--- src/rv_core_pkg.sv ---
`default_nettype none

package rv_core_pkg;

	// ##########################################################################
	// Widths.
	// ##########################################################################

	typedef logic [31:0] word_t;
	typedef logic [4:0] reg_idx_t;
	typedef logic tag_t;

	localparam int MUL_STEPS = 32;
	localparam int MUL_CNT_W = $clog2(MUL_STEPS);

	// ##########################################################################
	// Instruction encodings.
	// ##########################################################################

	localparam logic [6:0] OPC_OP = 7'b0110011;
	localparam logic [6:0] OPC_OP_IMM = 7'b0010011;
	localparam logic [6:0] OPC_LUI = 7'b0110111;
	localparam logic [6:0] OPC_AUIPC = 7'b0010111;
	localparam logic [6:0] OPC_JAL = 7'b1101111;
	localparam logic [6:0] OPC_JALR = 7'b1100111;
	localparam logic [6:0] OPC_BRANCH = 7'b1100011;

	localparam logic [6:0] FUNCT7_BASE = 7'b0000000;
	localparam logic [6:0] FUNCT7_ALT = 7'b0100000;
	localparam logic [6:0] FUNCT7_MULDIV = 7'b0000001;

	typedef enum logic [3:0] {
		ALU_ADD, ALU_SUB, ALU_AND, ALU_OR, ALU_XOR, ALU_SLT,
		ALU_SLTU, ALU_SLL, ALU_SRL, ALU_SRA, ALU_MUL, ALU_PASS_B
	} alu_op_e;

	typedef enum logic [2:0] {SEL_ZERO, SEL_RS1, SEL_RS2, SEL_PC, SEL_IMM} operand_sel_e;

	typedef enum logic [2:0] {
		BR_NONE, BR_EQ, BR_NE, BR_LT, BR_GE, BR_LTU, BR_GEU
	} branch_cond_e;

	typedef enum logic [1:0] {EX_IDLE, EX_MULTIPLY, EX_RETIRE} exec_state_e;

	// ##########################################################################
	// Stage payloads.
	// ##########################################################################

	typedef struct packed {
		word_t pc;
		word_t instr;
	} instr_in_t;

	typedef struct packed {
		tag_t tag;
		word_t pc;
		word_t instr;
		reg_idx_t rs1;
		reg_idx_t rs2;
		reg_idx_t rd;
	} fetch_data_t;

	typedef struct packed {
		tag_t tag;
		word_t pc;
		reg_idx_t rs1;
		reg_idx_t rs2;
		reg_idx_t rd;
		word_t imm;
		alu_op_e alu_op;
		operand_sel_e op1_sel;
		operand_sel_e op2_sel;
		branch_cond_e branch;
		logic jump;
		logic jump_reg;
		logic write_en;
	} decode_data_t;

	typedef struct packed {
		word_t pc;
		reg_idx_t rd;
		word_t value;
		logic write_en;
		logic taken;
		word_t target;
	} retire_t;

endpackage

`default_nettype wire

--- src/rv_core_top.sv ---
`default_nettype none
`timescale 1ns/1ps

module rv_core_top (
	input wire logic i_clock,
	input wire logic i_reset,
	input wire rv_core_pkg::instr_in_t i_instr,
	input wire logic i_instr_valid,
	output logic o_instr_ready,
	output rv_core_pkg::retire_t o_result,
	output logic o_result_valid,
	output logic o_fault
);

	import rv_core_pkg::*;

	fetch_data_t fetch_data;
	decode_data_t decode_data;
	tag_t decode_taken_tag;
	tag_t exec_taken_tag;
	reg_idx_t rs1_addr;
	reg_idx_t rs2_addr;
	reg_idx_t wr_rd;
	word_t rs1_data;
	word_t rs2_data;
	word_t wr_data;
	logic wr_en;

	rv_fetch fetch (
		.i_clock(i_clock),
		.i_reset(i_reset),
		.i_instr(i_instr),
		.i_instr_valid(i_instr_valid),
		.i_taken_tag(decode_taken_tag),
		.o_instr_ready(o_instr_ready),
		.o_data(fetch_data)
	);

	rv_decode decode (
		.i_clock(i_clock),
		.i_reset(i_reset),
		.i_data(fetch_data),
		.i_taken_tag(exec_taken_tag),
		.o_taken_tag(decode_taken_tag),
		.o_data(decode_data),
		.o_fault(o_fault)
	);

	rv_execute execute (
		.i_clock(i_clock),
		.i_reset(i_reset),
		.i_data(decode_data),
		.i_rs1_data(rs1_data),
		.i_rs2_data(rs2_data),
		.o_taken_tag(exec_taken_tag),
		.o_rs1(rs1_addr),
		.o_rs2(rs2_addr),
		.o_we(wr_en),
		.o_rd(wr_rd),
		.o_wdata(wr_data),
		.o_result(o_result),
		.o_result_valid(o_result_valid)
	);

	rv_regfile regfile (
		.i_clock(i_clock),
		.i_reset(i_reset),
		.i_rs1(rs1_addr),
		.i_rs2(rs2_addr),
		.i_we(wr_en),
		.i_rd(wr_rd),
		.i_wdata(wr_data),
		.o_rs1_data(rs1_data),
		.o_rs2_data(rs2_data)
	);

endmodule

`default_nettype wire

--- src/rv_decode.sv ---
`default_nettype none
`timescale 1ns/1ps

module rv_decode (
	input wire logic i_clock,
	input wire logic i_reset,
	input wire rv_core_pkg::fetch_data_t i_data,
	input wire rv_core_pkg::tag_t i_taken_tag,
	output rv_core_pkg::tag_t o_taken_tag,
	output rv_core_pkg::decode_data_t o_data,
	output logic o_fault
);

	import rv_core_pkg::*;

	word_t instr;
	logic [6:0] opcode;
	logic [2:0] funct3;
	logic [6:0] funct7;
	word_t imm_i;
	word_t imm_b;
	word_t imm_u;
	word_t imm_j;
	word_t imm;
	alu_op_e alu_op;
	operand_sel_e op1_sel;
	operand_sel_e op2_sel;
	branch_cond_e branch;
	logic jump;
	logic jump_reg;
	logic write_en;
	logic legal;
	logic consume;

	assign instr = i_data.instr;
	assign opcode = instr[6:0];
	assign funct3 = instr[14:12];
	assign funct7 = instr[31:25];

	assign imm_i = {{20{instr[31]}}, instr[31:20]};
	assign imm_b = {{19{instr[31]}}, instr[31], instr[7], instr[30:25], instr[11:8], 1'b0};
	assign imm_u = {instr[31:12], 12'b0};
	assign imm_j = {{11{instr[31]}}, instr[31], instr[19:12], instr[20], instr[30:21], 1'b0};

	// ##########################################################################
	// Instruction classification.
	// ##########################################################################

	always_comb begin
		imm = imm_i;
		alu_op = ALU_ADD;
		op1_sel = SEL_RS1;
		op2_sel = SEL_IMM;
		branch = BR_NONE;
		jump = 1'b0;
		jump_reg = 1'b0;
		write_en = 1'b1;
		legal = 1'b0;
		case (opcode)
			OPC_OP: begin
				op2_sel = SEL_RS2;
				if (funct7 == FUNCT7_BASE) begin
					legal = 1'b1;
					case (funct3)
						3'd0: alu_op = ALU_ADD;
						3'd1: alu_op = ALU_SLL;
						3'd2: alu_op = ALU_SLT;
						3'd3: alu_op = ALU_SLTU;
						3'd4: alu_op = ALU_XOR;
						3'd5: alu_op = ALU_SRL;
						3'd6: alu_op = ALU_OR;
						default: alu_op = ALU_AND;
					endcase
				end else if (funct7 == FUNCT7_ALT) begin
					legal = (funct3 == 3'd0) || (funct3 == 3'd5);
					alu_op = (funct3 == 3'd0) ? ALU_SUB : ALU_SRA;
				end else if (funct7 == FUNCT7_MULDIV) begin
					// Only MUL of the M extension is implemented.
					legal = (funct3 == 3'd0);
					alu_op = ALU_MUL;
				end
			end
			OPC_OP_IMM: begin
				legal = 1'b1;
				case (funct3)
					3'd0: alu_op = ALU_ADD;
					3'd1: begin
						alu_op = ALU_SLL;
						legal = (funct7 == FUNCT7_BASE);
					end
					3'd2: alu_op = ALU_SLT;
					3'd3: alu_op = ALU_SLTU;
					3'd4: alu_op = ALU_XOR;
					3'd5: begin
						alu_op = (funct7 == FUNCT7_ALT) ? ALU_SRA : ALU_SRL;
						legal = (funct7 == FUNCT7_BASE) || (funct7 == FUNCT7_ALT);
					end
					3'd6: alu_op = ALU_OR;
					default: alu_op = ALU_AND;
				endcase
			end
			OPC_LUI: begin
				imm = imm_u;
				alu_op = ALU_PASS_B;
				op1_sel = SEL_ZERO;
				legal = 1'b1;
			end
			OPC_AUIPC: begin
				imm = imm_u;
				op1_sel = SEL_PC;
				legal = 1'b1;
			end
			OPC_JAL: begin
				imm = imm_j;
				op1_sel = SEL_PC;
				jump = 1'b1;
				legal = 1'b1;
			end
			OPC_JALR: begin
				jump = 1'b1;
				jump_reg = 1'b1;
				legal = (funct3 == 3'd0);
			end
			OPC_BRANCH: begin
				// The ALU forms pc + imm while the compare uses the register values.
				imm = imm_b;
				op1_sel = SEL_PC;
				write_en = 1'b0;
				legal = 1'b1;
				case (funct3)
					3'd0: branch = BR_EQ;
					3'd1: branch = BR_NE;
					3'd4: branch = BR_LT;
					3'd5: branch = BR_GE;
					3'd6: branch = BR_LTU;
					3'd7: branch = BR_GEU;
					default: legal = 1'b0;
				endcase
			end
			default: legal = 1'b0;
		endcase
	end

	// A new fetch item is taken only after execute has taken our current one.
	assign consume = (i_data.tag != o_taken_tag) && (o_data.tag == i_taken_tag);

	always_ff @(posedge i_clock) begin
		if (i_reset) begin
			o_taken_tag <= '0;
			o_data.tag <= '0;
			o_fault <= 1'b0;
		end else if (consume) begin
			o_taken_tag <= i_data.tag;
			if (legal) begin
				o_data.tag <= ~o_data.tag;
				o_data.pc <= i_data.pc;
				o_data.rs1 <= i_data.rs1;
				o_data.rs2 <= i_data.rs2;
				o_data.rd <= i_data.rd;
				o_data.imm <= imm;
				o_data.alu_op <= alu_op;
				o_data.op1_sel <= op1_sel;
				o_data.op2_sel <= op2_sel;
				o_data.branch <= branch;
				o_data.jump <= jump;
				o_data.jump_reg <= jump_reg;
				o_data.write_en <= write_en;
			end else begin
				o_fault <= 1'b1;
			end
		end
	end

endmodule

`default_nettype wire

--- src/rv_execute.sv ---
`default_nettype none
`timescale 1ns/1ps

module rv_execute (
	input wire logic i_clock,
	input wire logic i_reset,
	input wire rv_core_pkg::decode_data_t i_data,
	input wire rv_core_pkg::word_t i_rs1_data,
	input wire rv_core_pkg::word_t i_rs2_data,
	output rv_core_pkg::tag_t o_taken_tag,
	output rv_core_pkg::reg_idx_t o_rs1,
	output rv_core_pkg::reg_idx_t o_rs2,
	output logic o_we,
	output rv_core_pkg::reg_idx_t o_rd,
	output rv_core_pkg::word_t o_wdata,
	output rv_core_pkg::retire_t o_result,
	output logic o_result_valid
);

	import rv_core_pkg::*;

	exec_state_e state;
	logic [MUL_CNT_W-1:0] mul_count;
	word_t mul_acc;
	word_t mul_mcand;
	word_t mul_mplier;
	word_t mul_sum;
	retire_t pending;
	word_t op1;
	word_t op2;
	word_t alu_result;
	word_t target;
	logic cmp_true;
	logic take;

	function automatic word_t select_operand(operand_sel_e sel, word_t rs1, word_t rs2,
			word_t pc, word_t imm);
		case (sel)
			SEL_RS1: return rs1;
			SEL_RS2: return rs2;
			SEL_PC: return pc;
			SEL_IMM: return imm;
			default: return '0;
		endcase
	endfunction

	assign o_rs1 = i_data.rs1;
	assign o_rs2 = i_data.rs2;
	assign op1 = select_operand(i_data.op1_sel, i_rs1_data, i_rs2_data, i_data.pc, i_data.imm);
	assign op2 = select_operand(i_data.op2_sel, i_rs1_data, i_rs2_data, i_data.pc, i_data.imm);

	always_comb begin
		case (i_data.alu_op)
			ALU_ADD: alu_result = op1 + op2;
			ALU_SUB: alu_result = op1 - op2;
			ALU_AND: alu_result = op1 & op2;
			ALU_OR: alu_result = op1 | op2;
			ALU_XOR: alu_result = op1 ^ op2;
			ALU_SLT: alu_result = {31'b0, $signed(op1) < $signed(op2)};
			ALU_SLTU: alu_result = {31'b0, op1 < op2};
			ALU_SLL: alu_result = op1 << op2[4:0];
			ALU_SRL: alu_result = op1 >> op2[4:0];
			ALU_SRA: alu_result = word_t'($signed(op1) >>> op2[4:0]);
			ALU_PASS_B: alu_result = op2;
			default: alu_result = '0;
		endcase
	end

	always_comb begin
		case (i_data.branch)
			BR_EQ: cmp_true = (i_rs1_data == i_rs2_data);
			BR_NE: cmp_true = (i_rs1_data != i_rs2_data);
			BR_LT: cmp_true = ($signed(i_rs1_data) < $signed(i_rs2_data));
			BR_GE: cmp_true = ($signed(i_rs1_data) >= $signed(i_rs2_data));
			BR_LTU: cmp_true = (i_rs1_data < i_rs2_data);
			BR_GEU: cmp_true = (i_rs1_data >= i_rs2_data);
			default: cmp_true = 1'b0;
		endcase
	end

	// Jumps and branches both form their target in the ALU.
	assign target = i_data.jump_reg ? {alu_result[31:1], 1'b0} : alu_result;
	assign take = (state == EX_IDLE) && (i_data.tag != o_taken_tag);
	assign mul_sum = mul_acc + (mul_mplier[0] ? mul_mcand : '0);

	assign o_we = (state == EX_RETIRE) && pending.write_en;
	assign o_rd = pending.rd;
	assign o_wdata = pending.value;
	assign o_result = pending;

	always_ff @(posedge i_clock) begin
		if (i_reset) begin
			state <= EX_IDLE;
			o_taken_tag <= '0;
			o_result_valid <= 1'b0;
			mul_count <= '0;
		end else begin
			o_result_valid <= 1'b0;
			case (state)
				EX_IDLE: begin
					if (take) begin
						o_taken_tag <= i_data.tag;
						pending.pc <= i_data.pc;
						pending.rd <= i_data.rd;
						pending.write_en <= i_data.write_en;
						pending.taken <= i_data.jump || cmp_true;
						pending.target <= (i_data.jump || (i_data.branch != BR_NONE)) ? target : '0;
						pending.value <= i_data.jump ? i_data.pc + 32'd4 : alu_result;
						if (i_data.alu_op == ALU_MUL) begin
							mul_acc <= '0;
							mul_mcand <= op1;
							mul_mplier <= op2;
							mul_count <= '0;
							state <= EX_MULTIPLY;
						end else begin
							state <= EX_RETIRE;
						end
					end
				end
				EX_MULTIPLY: begin
					// One multiplier bit per cycle, low bit first.
					mul_acc <= mul_sum;
					mul_mcand <= mul_mcand << 1;
					mul_mplier <= mul_mplier >> 1;
					mul_count <= mul_count + 1'b1;
					if (mul_count == MUL_CNT_W'(MUL_STEPS - 1)) begin
						pending.value <= mul_sum;
						state <= EX_RETIRE;
					end
				end
				EX_RETIRE: begin
					o_result_valid <= 1'b1;
					state <= EX_IDLE;
				end
				default: state <= EX_IDLE;
			endcase
		end
	end

endmodule

`default_nettype wire

--- src/rv_fetch.sv ---
`default_nettype none
`timescale 1ns/1ps

module rv_fetch (
	input wire logic i_clock,
	input wire logic i_reset,
	input wire rv_core_pkg::instr_in_t i_instr,
	input wire logic i_instr_valid,
	input wire rv_core_pkg::tag_t i_taken_tag,
	output logic o_instr_ready,
	output rv_core_pkg::fetch_data_t o_data
);

	import rv_core_pkg::*;

	word_t instr;
	logic accept;

	assign instr = i_instr.instr;

	// The slot is empty once decode has taken the tag we last handed out.
	assign o_instr_ready = (o_data.tag == i_taken_tag);
	assign accept = i_instr_valid && o_instr_ready;

	always_ff @(posedge i_clock) begin
		if (i_reset) begin
			o_data.tag <= '0;
		end else if (accept) begin
			o_data.tag <= ~o_data.tag;
			o_data.pc <= i_instr.pc;
			o_data.instr <= instr;
			o_data.rs1 <= instr[19:15];
			o_data.rs2 <= instr[24:20];
			o_data.rd <= instr[11:7];
		end
	end

endmodule

`default_nettype wire

--- src/rv_regfile.sv ---
`default_nettype none
`timescale 1ns/1ps

module rv_regfile (
	input wire logic i_clock,
	input wire logic i_reset,
	input wire rv_core_pkg::reg_idx_t i_rs1,
	input wire rv_core_pkg::reg_idx_t i_rs2,
	input wire logic i_we,
	input wire rv_core_pkg::reg_idx_t i_rd,
	input wire rv_core_pkg::word_t i_wdata,
	output rv_core_pkg::word_t o_rs1_data,
	output rv_core_pkg::word_t o_rs2_data
);

	import rv_core_pkg::*;

	word_t regs [32];

	always_ff @(posedge i_clock) begin
		if (i_reset) begin
			for (int i = 0; i < 32; i++) begin
				regs[i] <= '0;
			end
		end else if (i_we && (i_rd != '0)) begin
			regs[i_rd] <= i_wdata;
		end
	end

	// x0 always reads as zero.
	assign o_rs1_data = (i_rs1 == '0) ? '0 : regs[i_rs1];
	assign o_rs2_data = (i_rs2 == '0) ? '0 : regs[i_rs2];

endmodule

`default_nettype wire

--- config.mk ---
export PLATFORM = sky130hd
export DESIGN_NAME = rv_core_top
export DESIGN_NICKNAME = d
export VERILOG_FILES = /design/src/rv_core_pkg.sv /design/src/rv_core_top.sv /design/src/rv_decode.sv /design/src/rv_execute.sv /design/src/rv_fetch.sv /design/src/rv_regfile.sv
export SDC_FILE = /design/constraint.sdc
export NUM_CORES = 2
export LEC_CHECK = 0
export BUFFER_PORTS_ARGS = -buffer_cell sky130_fd_sc_hd__buf_2
export CAP_MARGIN = 20
export CORE_ASPECT_RATIO = 1.25
export CORE_MARGIN = 2
export CORE_UTILIZATION = 55
export DETAILED_ROUTE_END_ITERATION = 8
export GPL_TIMING_DRIVEN = 1
export PLACE_DENSITY = 0.71
export SYNTH_ARGS = -nofsm -noshare
export SYNTH_HDL_FRONTEND = slang
export SYNTH_SLANG_ARGS = --single-unit
--- constraint.sdc ---
create_clock -name i_clock -period 6.75 [get_ports i_clock]
set_input_delay 0 -clock i_clock [delete_from_list [all_inputs] [get_ports i_clock]]
set_output_delay 0 -clock i_clock [all_outputs]
set_load 0.01 [all_outputs]
# Word level (Yosys, flattened, before mapping)
# Memory sizes are Yosys's and may differ from the RTL's. A register that Yosys moved wholly into a read port is not among the register bits.
# Cells that the tools add are included.
dict set report op_classes {
  n_addsub 5
  order_cmp 6
  eq_ne 53
  n_shift 3
  muxes 61
  bitwise_logic 8
  n_reduce_logical 35
}
# operator n
set op_table {}
lappend op_table {{$mux W32} 13}
lappend op_table {{$pmux W32 S11} 1}
lappend op_table {{$pmux W32 S2} 4}
lappend op_table {{$pmux W32 S4} 2}
lappend op_table {{$lt A32 B32 Y1} 4}
lappend op_table {{$pmux W31 S3} 1}
lappend op_table {{$mux W66} 1}
lappend op_table {{$add A32 B32 Y32} 2}
lappend op_table {{$ge A32 B32 Y1} 2}
lappend op_table {{$pmux W4 S7} 2}
lappend op_table {{$add A32 B3 Y32 const B} 1}
lappend op_table {{$and A32 B32 Y32} 1}
lappend op_table {{$eq A32 B32 Y1} 1}
lappend op_table {{$ne A32 B32 Y1} 1}
lappend op_table {{$or A32 B32 Y32} 1}
lappend op_table {{$reduce_or A32 Y1} 1}
lappend op_table {{$shl A32 B5 Y32} 1}
lappend op_table {{$shr A32 B5 Y32} 1}
lappend op_table {{$sshr A32 B5 Y32} 1}
lappend op_table {{$sub A32 B32 Y32} 1}
lappend op_table {{$xor A32 B32 Y32} 1}
lappend op_table {{$eq A3 B3 Y1 const B} 9}
lappend op_table {{$mux W5} 5}
lappend op_table {{$eq A3 B2 Y1 const B} 8}
lappend op_table {{other kinds (45)} 106}
dict set report totals {
  ff_bits 386
  mem_bits_rw 1024
  inputBits 67
  out_inout_bits 106
  elab_cells 207
  n_memories 1
}
# memory depth width rd rd_clocked_by_memory_dff wr line
set memory_table {}
lappend memory_table {regfile.regs 32 32 2 2 32 rv_regfile.sv:18} ;# word_t regs [32];

# Depth between registers and ports, before layout
dict set report depth {
  ltp_word 9
  ltp_mapped 28
  mapped_depth_nobuf 22
}

# By module
# Synthesis repeated with hierarchy kept, for this count alone.
dict set report hier_totals {
  hier_cells 6583
  area_unflattened_um2 82604.2
}
# mod n_inst cells_per_inst area_each_um2 seq_area_each_um2
set by_module_without_submodules {}
lappend by_module_without_submodules {rv_regfile 1 3533 54197.0 30749.5}
lappend by_module_without_submodules {rv_execute 1 2728 22561.6 6155.9}
lappend by_module_without_submodules {rv_decode 1 238 3762.4 2852.7}
lappend by_module_without_submodules {rv_fetch 1 84 2083.2 1941.9}

# Worst setup path after synthesis
# No wires, ideal clock.
dict set report synth_path {
  path_kind {register to register}
  startpoint {register decode.o_data[12] (netlist name)}
  endpoint {register execute.mul_acc[0] (enable)}
  setup_ps 551
  t_arrival_ps 5685
  required_ps 6199
  path_slack_ps 514
  path_stages_with_launch 9
  n_path_buf 4
  period_less_slack_ps 6236
  cell_sequence {edfxtp_1 clkbuf_1 clkbuf_1 buf_1 clkbuf_1 nor2_1 a31oi_1 or2_2 nor2_1}
}
dict set report synth_between {
  elab_chain_cells 3
}
# element line
set synth_rtl {}
lappend synth_rtl {{start, declared} rv_decode.sv:10} ;# output rv_core_pkg::decode_data_t o_data,
lappend synth_rtl {{$eq A4 B4 Y1} rv_execute.sv:109} ;# if (i_data.alu_op == ALU_MUL) begin
lappend synth_rtl {{$ne A2 B2 Y1 (no line)} n/a}
lappend synth_rtl {{$reduce_and A4 Y1 (no line)} n/a}
lappend synth_rtl {{end signal, assigned} rv_execute.sv:122} ;# mul_acc <= mul_sum;
lappend synth_rtl {{end, declared} rv_execute.sv:24} ;# word_t mul_acc;
# No other way between the ends.
# A chain may end at the register's enable or synchronous reset.

==> metrics <==
status finished, violations left; failing checks setup timing; die area 153,000 sq um; Crit Path Max Fanout 17; DRT antenna net count 0; Clk Latency, worst-skew pair 0.83 ns; std cell rows 159; post-DP HPWL 269,000 um; clk slew on worst S/H paths 0.06 ns; Boundary Pins 173; synth top area cells edfxtp_1 50%, mux4_2 9.4%, and2_1 8.0%; Post-synth EDFFs 1,380; worst path arrival time 7.31 ns; Hold Startpoint i_reset; MaxCap Viol Count 0; vias in the first global route 65,200; synthesis-stage register bit count 1,403; Initial Utilization 0.552; Clock Sinks 1,403; CTS tree done; Routed WL 379,000 um; pre-CTS setup slack -0.358 ns; Power Dens Cells 199 nW/um^2; vias 67,600; max-slew violation count 0; Worst-Margin Slew 1.20 ns; Crit path required time 7.27 ns; min cycle time layout 6.80 ns; RR Endpoint execute.o_result[25]; Top cell by count, worst path buf_4; DRC violations left 0; Die Wd 351 um; P&R area growth vs syn 16.3%; Worst path slowest cell a31oi_1; most frequent cells in the layout 1,380 x edfxtp_1, 1,055 x and2_1, 714 x buf_4; clock root cell clkbuf_16; CP Class flop to flop; DRT iter0 DRCs 10,100; Max IR drop VDD 0.298 mV; post-route clock period utilization 1.01; Placed Cells 9,197; cells along the critical path buf_4 -> nand2b_1 -> buf_4 -> a31oi_1 -> nand4_1 -> a31oi_1 -> buf_4 -> a22oi_1 -> buf_4 -> ha_1 -> nor2_1 -> a31oi_2 -> a31oi_4 -> buf_4 -> a221oi_1 -> buf_4 -> o311ai_1 -> o211ai_1 -> xor2_1 -> a211o_1 -> a21oi_1 -> nor2_1; Reg2Reg Depth 22; gpl congestion 1.09; Setup crit start kind flop; Yosys warnings 0; IO Port Bufs 172; Yosys cell types 111; cts bufs inserted 144; post-synth top area cell edfxtp_1; first-pass GRT wire length 515,000 um; post-layout worst setup margin -0.0461 ns; Largest stage delay, worst path 0.88 ns; RSZ-0062 raised after global routing yes; Total Routing Usage GR 0.490; commonest non-fill, non-tap cell in the layout edfxtp_1; Async SR Flop Fraction 0; Min-Delay Path Class input port to flop; post-route insts no fill 9,631; # setup viols final 1; Fin Setup TNS -0.0461 ns; Synth Area per Inst 12.2 sq um; end point of the critical path execute.o_result[25]; Final nets 7,720; Finished Cell Area 96,200 sq um; drt pass-1 iters 9; Main synth FF type edfxtp_1; share of layout cells above drive strength 1 0.230; Static Leak 37.4 nW; Seq. cell area 41,900 sq um; post-synth top area share 0.501; Fmax 0.147 GHz; routed vias/inst 7.02; Die Ht 438 um; largest net degree at the start of global routing 97; Placed Instance Area 89,800 sq um; core area 150,000 sq um; fillers 11,400; worst relative slew slack 0.201; crit end category flop; Routed WL per cell 39.3 um; # H-tree levels 4; initial antenna violation count 42; area of the multi-input gates 37,800 sq um; sequential share of the synthesized area 0.507; clk_skew 0.0348 ns; Cell Area, Synth 82,700 sq um; GRT overflow 0; CTS max path bufs 3; FF-to-FF setup slack -0.05 ns; Gate Count Post-Synth 6,804; Final Hold Vio Count 0
-- per-layer routing --
layer  up-vias  global-route usage  routed length (um)
met1     33000               0.543              117000
met4        24               0.470               46800
li1      27100                   -                   -
met5         -                   0                 159
met3      1771               0.144               45400
met2      5725               0.749              169000
-- synthesized netlist by cell type (20+ instances only) --
| cell | count |
|---|---|
| mux2_2 | 30 |
| o221ai_1 | 51 |
| o211ai_1 | 51 |
| nor2_1 | 373 |
| nand2_1 | 383 |
| nor4_1 | 21 |
| dfxtp_1 | 23 |
| mux4_2 | 345 |
| xnor2_1 | 52 |
| buf_6 | 39 |
| xor2_1 | 32 |
| a22o_1 | 27 |
| or3_1 | 20 |
| buf_2 | 105 |
| ha_1 | 167 |
| a22oi_1 | 163 |
| a31oi_1 | 37 |
| edfxtp_1 | 1380 |
| o21ai_0 | 160 |
| inv_1 | 140 |
| or2_2 | 46 |
| a21oi_1 | 276 |
| clkbuf_1 | 347 |
| nor3_1 | 70 |
| o22ai_1 | 66 |
| buf_1 | 25 |
| a221oi_1 | 32 |
| a21o_1 | 73 |
| and3_1 | 36 |
| o31ai_1 | 28 |
| mux2i_1 | 439 |
| a211o_1 | 23 |
| nand4_1 | 31 |
| and2_1 | 1056 |
| nand3_1 | 113 |
| nor2b_1 | 50 |
| a211oi_1 | 69 |
| buf_4 | 46 |
| nand2b_1 | 28 |
| o21a_1 | 28 |
-- kinds of logic after synthesis --
group | count (synthesis) | share of synthesized area
xor+xnor | 84 | 0.00890
simple gates | 2295 | 0.149
buf+inv | 729 | 0.0426
fa+ha+maj | 170 | 0.0260
mux | 836 | 0.157
flops | 1403 | 0.507
compound gates | 1286 | 0.109
other cells | 1 | 0.0000453
-- registers in the layout, summed over array words and instances (netlist names), named ones only --
register,flops
execute.o_result,66
decode.o_fault,1
fetch.o_data,65
execute.mul_count,5
execute.state,2
execute.mul_acc,32
execute.mul_mcand,32
execute.o_wdata,32
decode.o_taken_tag,1
decode.o_data,94
execute.o_rd,5
execute.o_taken_tag,1
execute.mul_mplier,32
regfile.regs,1024
execute.o_result_valid,1
-- area by class of cell --
| type | count | share of cell area |
|---|---|---|
| diodes | 18 | 0.000468 |
| clock buffers | 169 | 0.0395 |
| clock inverters | 95 | 0.00740 |
| inverters | 149 | 0.00588 |
| multi-input cells | 4703 | 0.393 |
| flip-flops and latches | 1403 | 0.436 |
| well taps | 2012 | 0.0262 |
| repair buffers | 1082 | 0.0916 |
-- per-stage QoR --
step / power (mW) / util / hold WS (ns)
after floorplan: 10.7 / - / 0.0833
after global placement: 11.2 / 0.598 / 0.178
after detailed placement: 11.2 / 0.599 / 0.178
after CTS: 19.0 / 0.639 / 0.177
after global routing: 19.5 / 0.642 / 0.203
final: 19.1 / 0.642 / 0.217
-- report_power, final --
part / internal [mW] / switching [mW]
Combinational: 0.482 / 0.783
Clock: 4.25 / 3.67
Sequential: 9.79 / 0.159
Total: 14.5 / 4.61
-- worst min-delay path by stage --
stage | endpoint | slack, ns | depth (start not counted)
floorplan | execute.o_result_valid | 0.08 | 1
global placement | fetch.o_data[53] | 0.18 | 1
detailed placement | fetch.o_data[55] | 0.18 | 1
CTS | execute.state[0] | 0.18 | 3
global route | execute.state[0] | 0.20 | 3
finish | execute.state[0] | 0.22 | 3
-- worst max-delay path: cells and delay by family (launching register included) --
kind / cells / cell delay (ns)
AND/OR/NAND/NOR: 4 / 1.16
adder cells (fa/ha/maj): 1 / 0.32
buffers and inverters: 6 / 1.53
XOR/XNOR: 1 / 0.12
flip-flops: 1 / 0.45
AO/OA/AOI/OAI: 10 / 2.89
-- repair_timing --
| action | CTS | global route |
|---|---|---|
| cloned | 0 | 3 |
| pin swaps | 2 | 5 |
| endpoints found under the hold margin | 98 | 0 |
| setup buffers | 7 | 10 |
| endpoints found under the setup margin | 16 | 27 |
| hold buffers | 131 | 0 |
| resized for setup | 16 | 36 |
Power figures use the tool's default switching activity.
